**src/common/lua_cpu_pkg.sv**
```systemverilog
package lua_cpu_pkg;

	typedef logic [31:0] word_t;
	typedef logic [4:0] ttag_t;
	typedef logic [4:0] reg_idx_t;
	typedef logic [5:0] opcode_t;

	localparam int num_regs = 32;

	localparam ttag_t t_nil = 5'd0;
	localparam ttag_t t_integer = 5'd1;

	localparam opcode_t op_move = 6'd0;

	typedef enum logic [1:0] {
		cmd_run = 2'd0,
		cmd_load_reg = 2'd1,
		cmd_load_type = 2'd2,
		cmd_load_base = 2'd3
	} cmd_t;

	typedef enum logic [1:0] {
		st_idle = 2'd0,
		st_done = 2'd1,
		st_not_impl = 2'd3
	} status_t;

	typedef enum logic [1:0] {
		wsrc_instr,
		wsrc_dump,
		wsrc_external
	} wsrc_t;

	localparam word_t saved_pc_offset = 32'd20; // savedpc inside the call record
	localparam int tvalue_shift = 3; // 8-byte register slot
	localparam word_t type_field_offset = 32'd4;

endpackage

```
**src/regfile/register_dumper.sv**
```systemverilog
`timescale 1ns/1ps

module register_dumper import lua_cpu_pkg::*; (
	input logic clk,
	input logic rst,
	input logic store_regs,
	input word_t base,
	input word_t data_a,
	input ttag_t type_a,
	input logic dirty_a,
	input logic valid_a,
	input logic mem_waitrequest,

	output reg_idx_t dump_idx,
	output word_t mem_address,
	output word_t mem_writedata,
	output logic mem_write,
	output logic dump_done
);

	typedef enum logic [1:0] {
		d_idle,
		d_value,
		d_type,
		d_done
	} phase_t;

	phase_t phase;
	reg_idx_t cur;
	logic do_write;
	logic last;
	word_t slot_addr;

	always_comb begin
		do_write = dirty_a && valid_a;
		last = cur == reg_idx_t'(num_regs - 1);
		slot_addr = base + (word_t'(cur) << tvalue_shift);
		dump_idx = cur;
		dump_done = phase == d_done;

		mem_address = '0;
		mem_writedata = '0;
		mem_write = 1'b0;
		if (phase == d_value && do_write) begin
			mem_address = slot_addr;
			mem_writedata = data_a;
			mem_write = 1'b1;
		end else if (phase == d_type && do_write) begin
			mem_address = slot_addr + type_field_offset;
			mem_writedata = {27'd0, type_a};
			mem_write = 1'b1;
		end
	end

	always_ff @(posedge clk or posedge rst) begin
		if (rst) begin
			phase <= d_idle;
			cur <= '0;
		end else begin
			case (phase)
				d_idle: begin
					if (store_regs) begin
						cur <= '0;
						phase <= d_value;
					end
				end
				d_value: begin
					if (do_write) begin
						if (!mem_waitrequest)
							phase <= d_type;
					end else if (last) begin
						phase <= d_done;
					end else begin
						cur <= cur + 5'd1; // clean register, one cycle
					end
				end
				d_type: begin
					if (!mem_waitrequest) begin
						cur <= cur + 5'd1;
						phase <= last ? d_done : d_value;
					end
				end
				default: phase <= d_idle;
			endcase
		end
	end

endmodule

```
**config.mk**
```make
export PLATFORM = sky130hd
export DESIGN_NAME = register_dumper
export DESIGN_NICKNAME = d
export VERILOG_FILES = /design/src/common/lua_cpu_pkg.sv /design/src/regfile/register_dumper.sv
export SDC_FILE = /design/constraint.sdc
export NUM_CORES = 1
export LEC_CHECK = 0
export BUFFER_PORTS_ARGS = -buffer_cell sky130_fd_sc_hd__buf_2
export CORE_AREA = 2 2 82 76
export DETAILED_ROUTE_END_ITERATION = 16
export DIE_AREA = 0 0 84 78
export HOLD_SLACK_MARGIN = 0.08
export PLACE_DENSITY_LB_ADDON = 0.3
export SETUP_SLACK_MARGIN = 0.5
export SYNTH_ARGS = -nofsm -noshare
export SYNTH_HDL_FRONTEND = slang
export SYNTH_SLANG_ARGS = --single-unit
```
**constraint.sdc**
```tcl
create_clock -name clk -period 4 [get_ports clk]
set_input_delay 0.4 -clock clk [delete_from_list [all_inputs] [get_ports clk]]
set_output_delay 0.4 -clock clk [all_outputs]
set_load 0.05 [all_outputs]
```
# Word-level counts from Yosys, hierarchy flattened
# Cells that the tools add are included.
# word_totals
register_bits,7
output_inout_bits,71
word_cells,40
# classes
add_sub_neg,3
eq_ne,10
mux,18
reduce_logical,7
# op_table
operator,count
32-bit 2-to-1 mux,3
32-bit by 3-bit adder with 32-bit output (second input constant),1
32-bit by 8-bit adder with 32-bit output,1
5-bit 2-to-1 mux,5
5-bit one-hot mux with 3 select lines,1
2-bit 2-to-1 mux,6
2-bit != test (second input constant),4
3-bit != test (second input constant),2
2-bit one-hot mux with 3 select lines,1
5-bit by 1-bit adder with 5-bit output (second input constant),1
5-bit == test (second input constant),1
5-bit AND reduction,1
2-bit == test (second input constant),2
4-bit AND reduction,1
1-bit logical AND,3
3-bit nonzero test,1
2-bit by 1-bit == test with 1-bit output (second input constant),1
2-bit logical NOT,1
1-bit 2-to-1 mux,2

# Longest topological paths before layout
# Gate-level depths: netlist of run 1.
# depth
depth_word,4
depth_mapped,11
depth_no_buf,10

# Worst setup path before layout of run 1
# OpenSTA, ideal clock, no wires.
# synth_path
path_kind,flip-flop to output port
from,"reg cur[0], in the netlist dump_idx[0]"
to,out mem_address[31]
arrival_time_ps,4171
required_time_ps,3600
path_slack_ps,-571
stages_incl_launch_ff,12
n_path_buf,1
cell_sequence,dfrtp_1 > ha_1 > fa_1 > a211o_2 > a31oi_4 > buf_2 > o31a_1 > o221a_2 > o21ai_0 > nand4b_4 > o31a_1 > nor3_1
# synth_between
elab_chain_cells,4
# synth_lines
element,line_no,source
from (decl),register_dumper.sv:29,reg_idx_t cur;
from (signal assigned),register_dumper.sv:74,cur <= cur + 5'd1;
from (signal assigned),register_dumper.sv:79,cur <= cur + 5'd1;
32-bit by 8-bit adder with 32-bit output *,register_dumper.sv:37,slot_addr = base + (word_t'(cur) << tvalue_shift);
32-bit by 3-bit adder with 32-bit output,register_dumper.sv:49,mem_address = slot_addr + type_field_offset;
32-bit 2-to-1 mux,register_dumper.sv:48,end else if (phase == d_type && do_write) begin
32-bit 2-to-1 mux *,register_dumper.sv:44,if (phase == d_value && do_write) begin
to (decl),register_dumper.sv:15,"output word_t mem_address,"
# Every way passes the cells marked *; elsewhere a longest branch is shown, timed or not.

# Final worst setup path of run 1
# layout_path
from,"reg cur[0], in the netlist dump_idx[0]"
to,out mem_address[30]
# Same word-level chain as after synthesis.

==> results_tabular.tex, run 1 <==
\begin{tabular}{lr}
\hline
Metric & Value \\
\hline
\multicolumn{2}{l}{\textbf{Critical path}} \\
\quad Class of the most critical setup path & flip-flop to output pin \\
\quad Worst path arrival time & about 3400 ps \\
\quad Critical Path Sink Type & output pin \\
\quad Maximum fanout along the worst path & 6 \\
\quad CP required & 3600 ps \\
\quad Kind of launch point of the worst setup path & flip-flop \\
\multicolumn{2}{l}{\textbf{Synth}} \\
\quad Synth Area in Adders & roughly 7\% \\
\quad Post-synthesis simple-gate area fraction & 45.99\% \\
\quad Flip-flop and latch count after synthesis & 7 \\
\quad Mean instance size in the synthesized netlist & slightly below 7 sq um \\
\quad Number of warnings reported in the yosys synthesis log & 0 \\
\quad Number of enable-type register cells in the synthesized netlist & 0 \\
\quad Synthesized netlist cell count & $\sim$360 \\
\quad Post-synthesis share of cell area spent on xor and xnor gates & between 10\% and 20\% \\
\quad Main combinational cell family by area after synthesis & simple AND/OR/NAND/NOR gates \\
\quad Multiplexer fraction of the synthesized cell area & less than 1\% \\
\quad Post-Synthesis Net Count & roughly 450 \\
\quad Combined area of all synthesized cells & roughly 2500 sq um \\
\quad Complex-gate fraction of the synthesized area & roughly 21\% \\
\quad Most used DFF post-synth & sky130\_fd\_sc\_hd\_\_dfrtp\_1 \\
\quad Async SR Flop Fraction & between 90\% and 100\% \\
\quad Number of unique standard cell types used by synthesis & 65 \\
\quad Sequential fraction of the synthesis area & 7.060\% \\
\multicolumn{2}{l}{\textbf{Global routing}} \\
\quad Via count of the first global-routing pass & $\sim$3.1k \\
\quad Initial antenna violation count & 0 \\
\quad Overall overflow remaining after global route & 0 \\
\quad Global routing usage summed across all routing layers & roughly 26\% \\
\quad Global-route wire length before repair & roughly 14000 um \\
\quad Largest net degree at the start of global routing & 36 \\
\multicolumn{2}{l}{\textbf{Hold path}} \\
\quad Path class of the lowest-slack min-delay path & input pin to asynchronous set/reset pin \\
\multicolumn{2}{l}{\textbf{Pwr}} \\
\quad Total leakage power & approximately 1.9 nW \\
\quad Ratio of total power to cell area & 355.3 nW/um\^{}2 \\
\quad Power, Total & about 1.5 mW \\
\quad VDD IR-drop max & 453.3 uV \\
\multicolumn{2}{l}{\textbf{Timing}} \\
\quad Final critical delay including setup and external delays & roughly 3800 ps \\
\quad Total negative slack & 0 ps \\
\quad Max Clk Rate & about 260 MHz \\
\quad Relative slew margins & 40.64\% \\
\quad Final count of negative-setup-slack endpoints & 0 \\
\quad Crit path setup slack, layout & 210.4 ps \\
\quad Slew Limit Fails & 0 \\
\quad Worst setup skew after layout & between 1 and 1.5 ps \\
\quad Slew of the pin with the lowest slew margin & 890.4 ps \\
\quad Final hold viol count & 0 \\
\quad Setup repair after global routing missed its margin & yes \\
\quad Tcrit/Tclk final & between 90\% and 100\% \\
\multicolumn{2}{l}{\textbf{Route}} \\
\quad Final wirelength & around 9400 um \\
\quad Post-DR vias/cell & between 5 and 6 \\
\quad Antenna viol nets, final & 0 \\
\quad Wire per inst & approximately 16 um \\
\quad DRC violations left & 0 \\
\quad Vias after detailed routing & around 3.4k \\
\quad First DRT Iteration DRCs & 140 \\
\quad Detailed Routing Iterations Pass 1 & 4 \\
\multicolumn{2}{l}{\textbf{Cells and area}} \\
\quad Post-Route Utilization & 72.94\% \\
\quad Layout fillers & around 420 \\
\quad Final layout net count & roughly 610 \\
\quad Final std cells w/o fill & just under 600 \\
\quad Number of diodes & 0 \\
\quad Fraction of layout cells with a size suffix above 1 & 50.87\% \\
\quad Syn-to-layout area delta & 65.46\% \\
\multicolumn{2}{l}{\textbf{Clocking}} \\
\quad Total CTS buffers & 3 \\
\quad Clock root buffer & sky130\_fd\_sc\_hd\_\_clkbuf\_8 \\
\quad TritonCTS clock tree & yes \\
\quad TritonCTS sink count & 7 \\
\quad Insertion delay to the later sink of the worst-skew pair & 230 ps \\
\quad Clock-pin slew reported for the worst setup and hold paths after clock tree synthesis & roughly 40 ps \\
\quad Number of H-tree branching levels & 1 \\
\quad Quantity of hold-fixing buffers added after cts & 0 \\
\quad Worst-case clock buffer depth & 2 \\
\multicolumn{2}{l}{\textbf{Floorplan}} \\
\quad Horizontal extent of the die & between 80 and 90 um \\
\quad Full die area & roughly 6600 sq um \\
\quad Initial core utilization & $\sim$44\% \\
\quad Core Rows & 26 \\
\quad Die Y & between 70 and 80 um \\
\quad I/O pin count & $\sim$150 \\
\quad Placeable Area & $\sim$5600 sq um \\
\multicolumn{2}{l}{\textbf{Place}} \\
\quad Final estimated routing congestion in global placement & 0.8489 \\
\quad Buffers added on ports & between 100 and 150 \\
\quad Hpwl dp & between 6000 and 7000 um \\
\quad Pre-CTS setup slack & roughly 110 ps \\
\quad Placed cell count & approximately 570 \\
\multicolumn{2}{l}{\textbf{Status}} \\
\quad Outcome & finished, final reports clean \\
\multicolumn{2}{l}{\textbf{Run}} \\
\quad Number of max-cap violations & 0 \\
\hline
\end{tabular}
-- metal layers --
layer	wire (um)	vias up	global-route usage [%]
met2	4974	143	46.08
met5	0	-	0
met3	513	20	2.340
met1	3754	1576	31.86
li1	-	1628	-
met4	196	0	8.871
-- timing repair --
item	CTS	global route
endpoints found under the setup margin	21	23
resized for setup	70	42
gates cloned	0	0
pin swaps	31	16
buffers inserted	12	8
-- per-stage QoR --
stage,hold slack (ps),area [sq um]
2_1_floorplan,203.3,2639
3_3_place_gp,329.3,3447
3_5_place_dp,336.2,3447
4_1_cts,90.27,3855
5_1_grt,101.4,4105
6_report,88.66,4105
-- final timing paths --
check	startpoint	to	slack [ps]	depth (start not counted)
max	dump_idx[0]	mem_address[30]	210	12
min	rst	dump_idx[2]	90	2
max reg2reg	dump_idx[0]	dump_idx[3]	1820	9
min reg2reg	phase[0]	phase[0]	540	2
max in group asynchronous	rst	dump_idx[0]	3680	2
min in group clk	phase[0]	phase[0]	540	2
-- cell usage in the layout (no fill, tap or decap), drive strengths merged, types with 4 or more instances in the layout --
cell type / count
nor3: 16
clkbuf: 5
nor4: 10
a22o: 7
inv: 13
nor2b: 8
o21ai: 22
nand4: 12
a21oi: 11
and4: 5
nor2: 36
nand2: 25
nand3: 20
ha: 12
dfrtp: 7
and2: 31
xnor2: 27
buf: 174
xor2: 12
or2: 4
and3: 9
or3: 5
-- flip-flops by register name (all words and copies together), names as in the netlist --
| signal | count |
|---|---|
| dump_idx | 5 |
| phase | 2 |
-- Yosys cell counts, types with 2 or more instances --
master                     instances  area [sq um]
sky130_fd_sc_hd__nand4b_1          2         17.52
sky130_fd_sc_hd__or2_2             2         12.51
sky130_fd_sc_hd__o21a_1            3         22.52
sky130_fd_sc_hd__o221a_2           2         22.52
sky130_fd_sc_hd__nor4_1            9         56.30
sky130_fd_sc_hd__nand2_1          25         93.84
sky130_fd_sc_hd__nand3b_1          3         22.52
sky130_fd_sc_hd__dfrtp_1           7         175.2
sky130_fd_sc_hd__o211ai_2          2         25.02
sky130_fd_sc_hd__nor3b_1           2         15.01
sky130_fd_sc_hd__nor2_1           36         135.1
sky130_fd_sc_hd__xnor2_1          27         236.5
sky130_fd_sc_hd__o21ai_1           4         20.02
sky130_fd_sc_hd__a211oi_2          2         25.02
sky130_fd_sc_hd__nand3_2           2         20.02
sky130_fd_sc_hd__nand4_1           9         56.30
sky130_fd_sc_hd__and4_1            5         43.79
sky130_fd_sc_hd__a41oi_1           2         17.52
sky130_fd_sc_hd__nand3_1          18         90.09
sky130_fd_sc_hd__ha_1             12         150.1
sky130_fd_sc_hd__o21ai_0          18         90.09
sky130_fd_sc_hd__buf_2             5         25.02
sky130_fd_sc_hd__o21bai_1          2         15.01
sky130_fd_sc_hd__xor2_1           12         105.1
sky130_fd_sc_hd__and2_1           31         193.9
sky130_fd_sc_hd__nand4_2           3         37.54
sky130_fd_sc_hd__buf_4             3         22.52
sky130_fd_sc_hd__o31a_1            2         17.52
sky130_fd_sc_hd__a22o_1            7         61.31
sky130_fd_sc_hd__or3_1             5         31.28
sky130_fd_sc_hd__and3_1            9         56.30
sky130_fd_sc_hd__inv_1            13         48.80
sky130_fd_sc_hd__o31ai_1           2         15.01
sky130_fd_sc_hd__nor2b_1           8         50.05
sky130_fd_sc_hd__nor3_1           16         80.08
sky130_fd_sc_hd__a21oi_1          11         55.05
sky130_fd_sc_hd__clkbuf_1          8         30.03
-- worst max-delay path, cell delays in order, from the launching register on --
cell and delay, ps:
sky130_fd_sc_hd__dfrtp_2 420, sky130_fd_sc_hd__ha_4 170, sky130_fd_sc_hd__fa_2 390, sky130_fd_sc_hd__a211o_4 370
sky130_fd_sc_hd__a31oi_4 250, sky130_fd_sc_hd__buf_6 170, sky130_fd_sc_hd__o31a_1 190, sky130_fd_sc_hd__o221a_4 230
sky130_fd_sc_hd__o211a_4 180, sky130_fd_sc_hd__nand4_2 110, sky130_fd_sc_hd__or3_4 360, sky130_fd_sc_hd__a21oi_4 140
sky130_fd_sc_hd__buf_6 170
-- cell type report --
class / count / area [sq um] / area share [%]
tap: 70 / 87.58 / 2.133
sequential: 7 / 176.4 / 4.297
timing repair buffer: 175 / 1117 / 27.22
clock buffer: 4 / 45.04 / 1.097
inverter: 13 / 48.80 / 1.189
multi-input combinational: 320 / 2630 / 64.07
-- where the power goes --
| part | internal (mW) | switching (mW) |
|---|---|---|
| combinational | 0.422 | 0.809 |
| sequential | 0.0980 | 0.0306 |
| clock | 0.0689 | 0.0303 |
-- cells by family (layout without fill, tap and decap cells) --
kind of cell | count (synthesis) | after routing
adders and majority gates | 13 | 13
xor gates and xnor gates | 39 | 39
AOI/OAI and AO/OA | 70 | 70
buffers and inverters | 30 | 192
muxes | 1 | 1
and+or+nand+nor | 197 | 197
DFF | 7 | 7
(Power assumes the default switching activity.)
==> inputs of run 2 (changes only) <==
--- a/config.mk
+++ b/config.mk
@@ -5,7 +5,7 @@
 export SDC_FILE = /design/constraint.sdc
 export NUM_CORES = 1
 export LEC_CHECK = 0
-export BUFFER_PORTS_ARGS = -buffer_cell sky130_fd_sc_hd__buf_2
+export BUFFER_PORTS_ARGS = -buffer_cell sky130_fd_sc_hd__clkbuf_2
 export CORE_AREA = 2 2 82 76
 export DETAILED_ROUTE_END_ITERATION = 16
 export DIE_AREA = 0 0 84 78
==> run 2 against run 1 <==
Effect of this change: first-iteration DRC count increased by 77%; worst hold slack gained 460 ps; register-to-register slack got worse by 50 ps; setup slack lost 35 ps; clock power barely moved; sequential cell count unchanged; clock skew fell by 1.0 ps; fmax shrank 0.91%; critical path depth did not move; critical endpoint unchanged.
==> results_tabular.tex, run 2 (synthesis results as in run 1) <==
\begin{tabular}{lr}
\hline
Metric & Value \\
\hline
\multicolumn{2}{l}{\textbf{Status}} \\
\quad Outcome & finished, final reports clean \\
\multicolumn{2}{l}{\textbf{Cells and area}} \\
\quad Fraction of layout cells with a size suffix above 1 & around 51\% \\
\quad Final layout net count & 617 \\
\quad Post-Route Utilization & around three quarters \\
\quad Number of flip-flops in the largest register & 5 \\
\quad Number of diodes & 0 \\
\quad Most frequent standard cell in the layout excluding fill and tap cells & sky130\_fd\_sc\_hd\_\_clkbuf\_2 \\
\quad Syn-to-layout area delta & 70.05\% \\
\quad Post-route cell area & 4219 sq um \\
\quad Combined area of the multi-input logic cells & 2615 sq um \\
\quad Layout fillers & around 420 \\
\quad Storage cell area & 176.4 sq um \\
\quad Final std cells w/o fill & about 600 \\
\quad Top library cells by usage in the layout, fill and taps aside & sky130\_fd\_sc\_hd\_\_clkbuf\_2, sky130\_fd\_sc\_hd\_\_buf\_4, sky130\_fd\_sc\_hd\_\_and2\_1 \\
\multicolumn{2}{l}{\textbf{Timing}} \\
\quad Total negative slack & 0 ps \\
\quad Worst setup skew after layout & approximately 0.32 ps \\
\quad Slew of the pin with the lowest slew margin & $\sim$870 ps \\
\quad Relative slew margins & between 40\% and 50\% \\
\quad Final count of negative-setup-slack endpoints & 0 \\
\quad Final hold viol count & 0 \\
\quad Setup repair after global routing missed its margin & yes \\
\quad Final critical delay including setup and external delays & about 3800 ps \\
\quad Tcrit/Tclk final & roughly 96\% \\
\quad Max Clk Rate & around 260 MHz \\
\quad Slew Limit Fails & 0 \\
\multicolumn{2}{l}{\textbf{Floorplan}} \\
\quad I/O pin count & between 100 and 150 \\
\quad Horizontal extent of the die & 84 um \\
\quad Full die area & about 6600 sq um \\
\quad Die Y & between 70 and 80 um \\
\quad Placeable Area & 5628 sq um \\
\quad Core Rows & 26 \\
\quad Initial core utilization & about 44\% \\
\multicolumn{2}{l}{\textbf{Place}} \\
\quad Final estimated routing congestion in global placement & 0.8743 \\
\quad Buffers added on ports & 145 \\
\quad Placed cell count & between 500 and 600 \\
\quad Instance area after placement & between 3000 and 4000 sq um \\
\quad Hpwl dp & 6878 um \\
\multicolumn{2}{l}{\textbf{Critical path}} \\
\quad Worst r2r dst & dump\_idx[3] \\
\quad Worst reg2reg setup slack & 1770 ps \\
\quad Class of the most critical setup path & flip-flop to output pin \\
\quad Capturing instance or port of the critical path & mem\_address[30] \\
\quad Timing startpoint of the critical path & dump\_idx[0] \\
\quad Reg2reg path depth & 9 \\
\quad Cells along the critical path & ha\_4, fa\_2, a211o\_4, a31oi\_4, buf\_6, o31a\_1, o221a\_4, o211a\_1, nand4\_2, or3\_4, a21oi\_4, buf\_8 \\
\quad Kind of launch point of the worst setup path & flip-flop \\
\quad Maximum fanout along the worst path & 5 \\
\quad Worst path arrival time & approximately 3400 ps \\
\quad Critical Path Sink Type & output pin \\
\quad Worst path slowest cell & sky130\_fd\_sc\_hd\_\_dfrtp\_2 \\
\quad Critical register-to-register path startpoint & dump\_idx[0] \\
\quad Highest cell delay on the worst timing path & around 420 ps \\
\quad CP required & 3600 ps \\
\multicolumn{2}{l}{\textbf{Route}} \\
\quad Detailed-route wire length on metal 1 & 3876 um \\
\quad First DRT Iteration DRCs & 248 \\
\quad Wire per inst & 16.18 um \\
\quad DRC violations left & 0 \\
\quad Final wirelength & 9675 um \\
\quad Met3 layer wire length in the routed design & between 500 and 600 um \\
\quad Antenna viol nets, final & 0 \\
\quad Post-DR vias/cell & 5.729 \\
\quad Detailed Routing Iterations Pass 1 & 5 \\
\quad Metal2 WL & $\sim$5000 um \\
\quad Vias after detailed routing & between 3k and 4k \\
\quad Top Layer Used & met4 \\
\multicolumn{2}{l}{\textbf{Pwr}} \\
\quad Total leakage power & between 1.5 and 2 nW \\
\quad Ratio of total power to cell area & roughly 340 nW/um\^{}2 \\
\quad Power, Total & approximately 1.5 mW \\
\quad VDD IR-drop max & roughly 480 uV \\
\multicolumn{2}{l}{\textbf{Global routing}} \\
\quad Global-route wire length before repair & roughly 14000 um \\
\quad Overall overflow remaining after global route & 0 \\
\quad Initial antenna violation count & 0 \\
\quad Via count of the first global-routing pass & between 3k and 4k \\
\quad Largest net degree at the start of global routing & 36 \\
\quad Global routing usage summed across all routing layers & around a quarter \\
\multicolumn{2}{l}{\textbf{Clocking}} \\
\quad TritonCTS sink count & 7 \\
\quad Insertion delay to the later sink of the worst-skew pair & 230 ps \\
\quad Worst-case clock buffer depth & 2 \\
\quad TritonCTS clock tree & yes \\
\quad Clock root buffer & sky130\_fd\_sc\_hd\_\_clkbuf\_8 \\
\quad Clock-pin slew reported for the worst setup and hold paths after clock tree synthesis & about 40 ps \\
\quad Total CTS buffers & 3 \\
\quad Number of H-tree branching levels & 1 \\
\multicolumn{2}{l}{\textbf{Hold path}} \\
\quad Path class of the lowest-slack min-delay path & flip-flop to flip-flop \\
\quad Hold\_sp & phase[0] \\
\multicolumn{2}{l}{\textbf{Run}} \\
\quad Number of max-cap violations & 0 \\
\hline
\end{tabular}
## run 2: power breakdown
part,switching [mW],internal (mW)
Clock,0.0312,0.0690
Combinational,0.798,0.427
Sequential,0.0302,0.0980
Total,0.860,0.594
## run 2: through the flow
step,worst slack [ps],hold WS (ps)
6_report,175.8,547.6
5_1_grt,92.03,597.8
4_1_cts,181.3,551.4
3_5_place_dp,129.9,316.5
3_3_place_gp,194.1,310.4
2_1_floorplan,340.5,203.3
## run 2: worst max-delay path: cells and delay by family (launching register included)
kind	cells	cell delay [ps]
flops	1	420
buf+inv	2	320
fa+ha+maj	2	550
compound gates	6	1380
simple gates	2	510
## run 2: how the worst min path moves through the flow
stage / to / cells past startpoint / slack [ps]
floorplan: dump_idx[1] / 1 / 200
global placement: phase[0] / 2 / 310
detailed placement: phase[0] / 2 / 320
CTS: phase[0] / 2 / 550
global route: phase[0] / 2 / 600
finish: phase[0] / 2 / 550
## run 2: metal layers
| layer | vias to the layer above | track usage [%] |
|---|---|---|
| met3 | 39 | 2.128 |
| li1 | 1642 | - |
| met1 | 1589 | 32.41 |
| met4 | 0 | 9.032 |
| met5 | - | 0 |
| met2 | 156 | 47.68 |
## run 2: what timing repair did
item	4_1_cts	5_1_grt
resized for setup	75	44
setup endpoints to repair	21	23
buffers inserted	22	6
hold buffers	1	0
hold endpoints to repair	7	0
pin swaps	30	17
## run 2: cell type report
cell class                      count  area share [%]
Multi-Input combinational cell    320           61.98
Timing Repair Buffer              184           29.54
Sequential cell                     7           4.181
Tap cell                           70           2.076
Inverter                           13           1.157
Clock buffer                        4           1.068
==> inputs of run 3 (changes only) <==
--- a/config.mk
+++ b/config.mk
@@ -5,12 +5,13 @@
 export SDC_FILE = /design/constraint.sdc
 export NUM_CORES = 1
 export LEC_CHECK = 0
+export ABC_AREA = 1
 export BUFFER_PORTS_ARGS = -buffer_cell sky130_fd_sc_hd__clkbuf_2
-export CORE_AREA = 2 2 82 76
+export CORE_AREA = 2 2 88 82
 export DETAILED_ROUTE_END_ITERATION = 16
-export DIE_AREA = 0 0 84 78
+export DIE_AREA = 0 0 90 84
 export HOLD_SLACK_MARGIN = 0.08
-export PLACE_DENSITY_LB_ADDON = 0.3
+export PLACE_DENSITY = 0.82
 export SETUP_SLACK_MARGIN = 0.5
 export SYNTH_ARGS = -nofsm -noshare
 export SYNTH_HDL_FRONTEND = slang
==> run 3 against run 2 <==
Effect of this change: die area grew 15%; clock skew barely moved; first-iteration DRC count rose by 31%; core utilization shrank 11 points; count of clock-buffer cells in the layout did not move; sequential power increased by 6%; highest routed layer unchanged.
==> results_tabular.tex, run 3 <==
\begin{tabular}{lr}
\hline
Metric & Value \\
\hline
\multicolumn{2}{l}{\textbf{Status}} \\
\quad Outcome & finished, final reports clean \\
\multicolumn{2}{l}{\textbf{Pwr}} \\
\quad VDD IR-drop max & 432.9 uV \\
\quad Total leakage power & 2.468 nW \\
\quad Power, Total & 1.488 mW \\
\quad Ratio of total power to cell area & 343.8 nW/um\^{}2 \\
\multicolumn{2}{l}{\textbf{Route}} \\
\quad Detailed Routing Iterations Pass 1 & 7 \\
\quad Post-DR vias/cell & between 5 and 6 \\
\quad First DRT Iteration DRCs & around 330 \\
\quad DRC violations left & 0 \\
\quad Antenna viol nets, final & 0 \\
\quad Final wirelength & 11370 um \\
\quad Vias after detailed routing & 4530 \\
\quad Wire per inst & $\sim$13 um \\
\multicolumn{2}{l}{\textbf{Critical path}} \\
\quad Maximum fanout along the worst path & 4 \\
\quad CP required & between 3000 and 4000 ps \\
\quad Kind of launch point of the worst setup path & flip-flop \\
\quad Critical Path Sink Type & output pin \\
\quad Worst path arrival time & 3010 ps \\
\quad Class of the most critical setup path & flip-flop to output pin \\
\multicolumn{2}{l}{\textbf{Floorplan}} \\
\quad Die Y & 84 um \\
\quad Initial core utilization & a little under half \\
\quad Horizontal extent of the die & $\sim$90 um \\
\quad Core Rows & 29 \\
\quad I/O pin count & about 150 \\
\quad Full die area & around 7600 sq um \\
\quad Placeable Area & about 6700 sq um \\
\multicolumn{2}{l}{\textbf{Global routing}} \\
\quad Via count of the first global-routing pass & about 4.1k \\
\quad Largest net degree at the start of global routing & 28 \\
\quad Global routing usage summed across all routing layers & between 20\% and 30\% \\
\quad Initial antenna violation count & 0 \\
\quad Global-route wire length before repair & around 19000 um \\
\quad Overall overflow remaining after global route & 0 \\
\multicolumn{2}{l}{\textbf{Synth}} \\
\quad Mean instance size in the synthesized netlist & 4.893 sq um \\
\quad Async SR Flop Fraction & 100.0\% \\
\quad Most used DFF post-synth & sky130\_fd\_sc\_hd\_\_dfrtp\_1 \\
\quad Top-count cell post-synth & sky130\_fd\_sc\_hd\_\_nand2\_1 \\
\quad Combined area of all synthesized cells & approximately 3200 sq um \\
\quad Number of enable-type register cells in the synthesized netlist & 0 \\
\quad Synthesized netlist cell count & 651 \\
\quad Post-Synthesis Net Count & roughly 740 \\
\quad Dominant cell type by area after synthesis & sky130\_fd\_sc\_hd\_\_nand2\_1 \\
\quad Number of unique standard cell types used by synthesis & 31 \\
\quad Ranking of synthesized cells by area & sky130\_fd\_sc\_hd\_\_nand2\_1, sky130\_fd\_sc\_hd\_\_nor2\_1, sky130\_fd\_sc\_hd\_\_inv\_1 \\
\quad Flip-flop and latch count after synthesis & 7 \\
\quad Most numerous cell types in the synthesized netlist & sky130\_fd\_sc\_hd\_\_nand2\_1, sky130\_fd\_sc\_hd\_\_nor2\_1, sky130\_fd\_sc\_hd\_\_inv\_1, sky130\_fd\_sc\_hd\_\_nand3\_1, sky130\_fd\_sc\_hd\_\_nand2\_2 \\
\quad Sequential fraction of the synthesis area & 5.499\% \\
\quad Number of warnings reported in the yosys synthesis log & 0 \\
\quad Top cell type's share of synthesized area & a little under a quarter \\
\multicolumn{2}{l}{\textbf{Clocking}} \\
\quad Quantity of hold-fixing buffers added after cts & 0 \\
\quad TritonCTS sink count & 7 \\
\quad Clock root buffer & sky130\_fd\_sc\_hd\_\_clkbuf\_8 \\
\quad Insertion delay to the later sink of the worst-skew pair & $\sim$220 ps \\
\quad Worst-case clock buffer depth & 2 \\
\quad Number of H-tree branching levels & 1 \\
\quad Clock-pin slew reported for the worst setup and hold paths after clock tree synthesis & 40 ps \\
\quad Total CTS buffers & 3 \\
\quad TritonCTS clock tree & yes \\
\multicolumn{2}{l}{\textbf{Place}} \\
\quad Instance area after placement & 4036 sq um \\
\quad Final estimated routing congestion in global placement & 0.9285 \\
\quad Placed cell count & slightly below 900 \\
\quad Buffers added on ports & approximately 150 \\
\quad Hpwl dp & between 9000 and 10000 um \\
\multicolumn{2}{l}{\textbf{Timing}} \\
\quad Final critical delay including setup and external delays & 3411 ps \\
\quad Slew Limit Fails & 0 \\
\quad Worst setup skew after layout & about 0.53 ps \\
\quad Final hold viol count & 0 \\
\quad Final count of negative-setup-slack endpoints & 0 \\
\quad Tcrit/Tclk final & 85.29\% \\
\quad Max Clk Rate & just under 300 MHz \\
\quad Setup repair after global routing missed its margin & yes \\
\quad Total negative slack & 0 ps \\
\quad Slew of the pin with the lowest slew margin & about 1100 ps \\
\quad Relative slew margins & between 20 and 30\% \\
\multicolumn{2}{l}{\textbf{Cells and area}} \\
\quad Number of flip-flops in the largest register & 5 \\
\quad Layout fillers & slightly above 700 \\
\quad Top library cells by usage in the layout, fill and taps aside & sky130\_fd\_sc\_hd\_\_nand2\_1, sky130\_fd\_sc\_hd\_\_clkbuf\_2, sky130\_fd\_sc\_hd\_\_inv\_1 \\
\quad Fraction of layout cells with a size suffix above 1 & 32.04\% \\
\quad Syn-to-layout area delta & 35.90\% \\
\quad Most frequent standard cell in the layout excluding fill and tap cells & sky130\_fd\_sc\_hd\_\_nand2\_1 \\
\quad Final std cells w/o fill & between 800 and 900 \\
\quad Post-Route Utilization & about 64\% \\
\quad Number of diodes & 0 \\
\quad Post-route cell area & about 4300 sq um \\
\quad Final layout net count & 891 \\
\multicolumn{2}{l}{\textbf{Run}} \\
\quad Number of max-cap violations & 0 \\
\multicolumn{2}{l}{\textbf{Hold path}} \\
\quad Path class of the lowest-slack min-delay path & input pin to asynchronous set/reset pin \\
\hline
\end{tabular}
[run 3: area by class of cell]
| class | count | area [sq um] | area share (%) |
|---|---|---|---|
| Inverter | 111 | 420.4 | 9.711 |
| Clock buffer | 4 | 45.04 | 1.040 |
| Tap cell | 93 | 116.4 | 2.688 |
| Sequential cell | 7 | 176.4 | 4.075 |
| Multi-Input combinational cell | 524 | 2721 | 62.86 |
| Timing Repair Buffer | 156 | 849.6 | 19.62 |
[run 3: worst max-delay path: stages, from the launching register on]
cell and delay [ps]:
sky130_fd_sc_hd__dfrtp_2 440, sky130_fd_sc_hd__ha_4 180, sky130_fd_sc_hd__fa_2 610, sky130_fd_sc_hd__nand3_2 100, sky130_fd_sc_hd__nor2_2 110, sky130_fd_sc_hd__nand2_1 80
sky130_fd_sc_hd__inv_2 80, sky130_fd_sc_hd__nand2_1 70, sky130_fd_sc_hd__nor2_2 110, sky130_fd_sc_hd__nand2_1 110, sky130_fd_sc_hd__inv_1 90, sky130_fd_sc_hd__nand4_1 150
sky130_fd_sc_hd__nor2_2 170, sky130_fd_sc_hd__o21ai_0 110, sky130_fd_sc_hd__a21oi_2 220, sky130_fd_sc_hd__buf_8 170
[run 3: kinds of logic after synthesis]
logic type	synth area share [%]
AO/OA/AOI/OAI	8.131
AND/OR/NAND/NOR	65.71
adder cells (fa/ha/maj)	5.342
buffers and inverters	14.77
XOR/XNOR	0.5500
flip-flops	5.499
[run 3: power breakdown]
group,leakage [nW],switching [mW],total (mW),internal (mW)
clock,0.0228,0.0290,0.0978,0.0688
combinational,2.35,0.902,1.25,0.352
sequential,0.0902,0.0372,0.136,0.0988
[run 3: path summary, 6_finish.rpt]
path	from	to	slack, ps	cells past startpoint
setup / recovery	dump_idx[0]	mem_address[19]	590	15
hold / removal	rst	dump_idx[4]	80	2
setup reg to reg	phase[1]	dump_idx[3]	1430	9
hold reg to reg	phase[0]	phase[0]	590	2
max in group asynchronous	rst	dump_idx[0]	3690	2
min in group clk	phase[0]	phase[0]	590	2
[run 3: metal layers]
layer  vias up  global-route usage, %  wire, um
li1       2345                      -         -
met1      2004                  38.55      5033
met2       156                  50.92      5370
met3        25                  3.794       688
met4         0                  7.273       274
met5         -                      0         0
[run 3: per-stage QoR]
step / hold slack, ps / setup WS (ps)
after floorplan: 203.4 / 551.6
after global placement: 316.3 / 619.1
after detailed placement: 324.6 / 549.2
after CTS: 86.45 / 508.8
after global routing: 113.1 / 456.2
final: 79.89 / 588.6
[run 3: what timing repair did]
item | in CTS | in global routing
setup endpoints to repair | 16 | 23
resized for setup | 11 | 48
setup buffers | 0 | 9
hold endpoints to repair | 0 | 0
pin swaps | 0 | 11
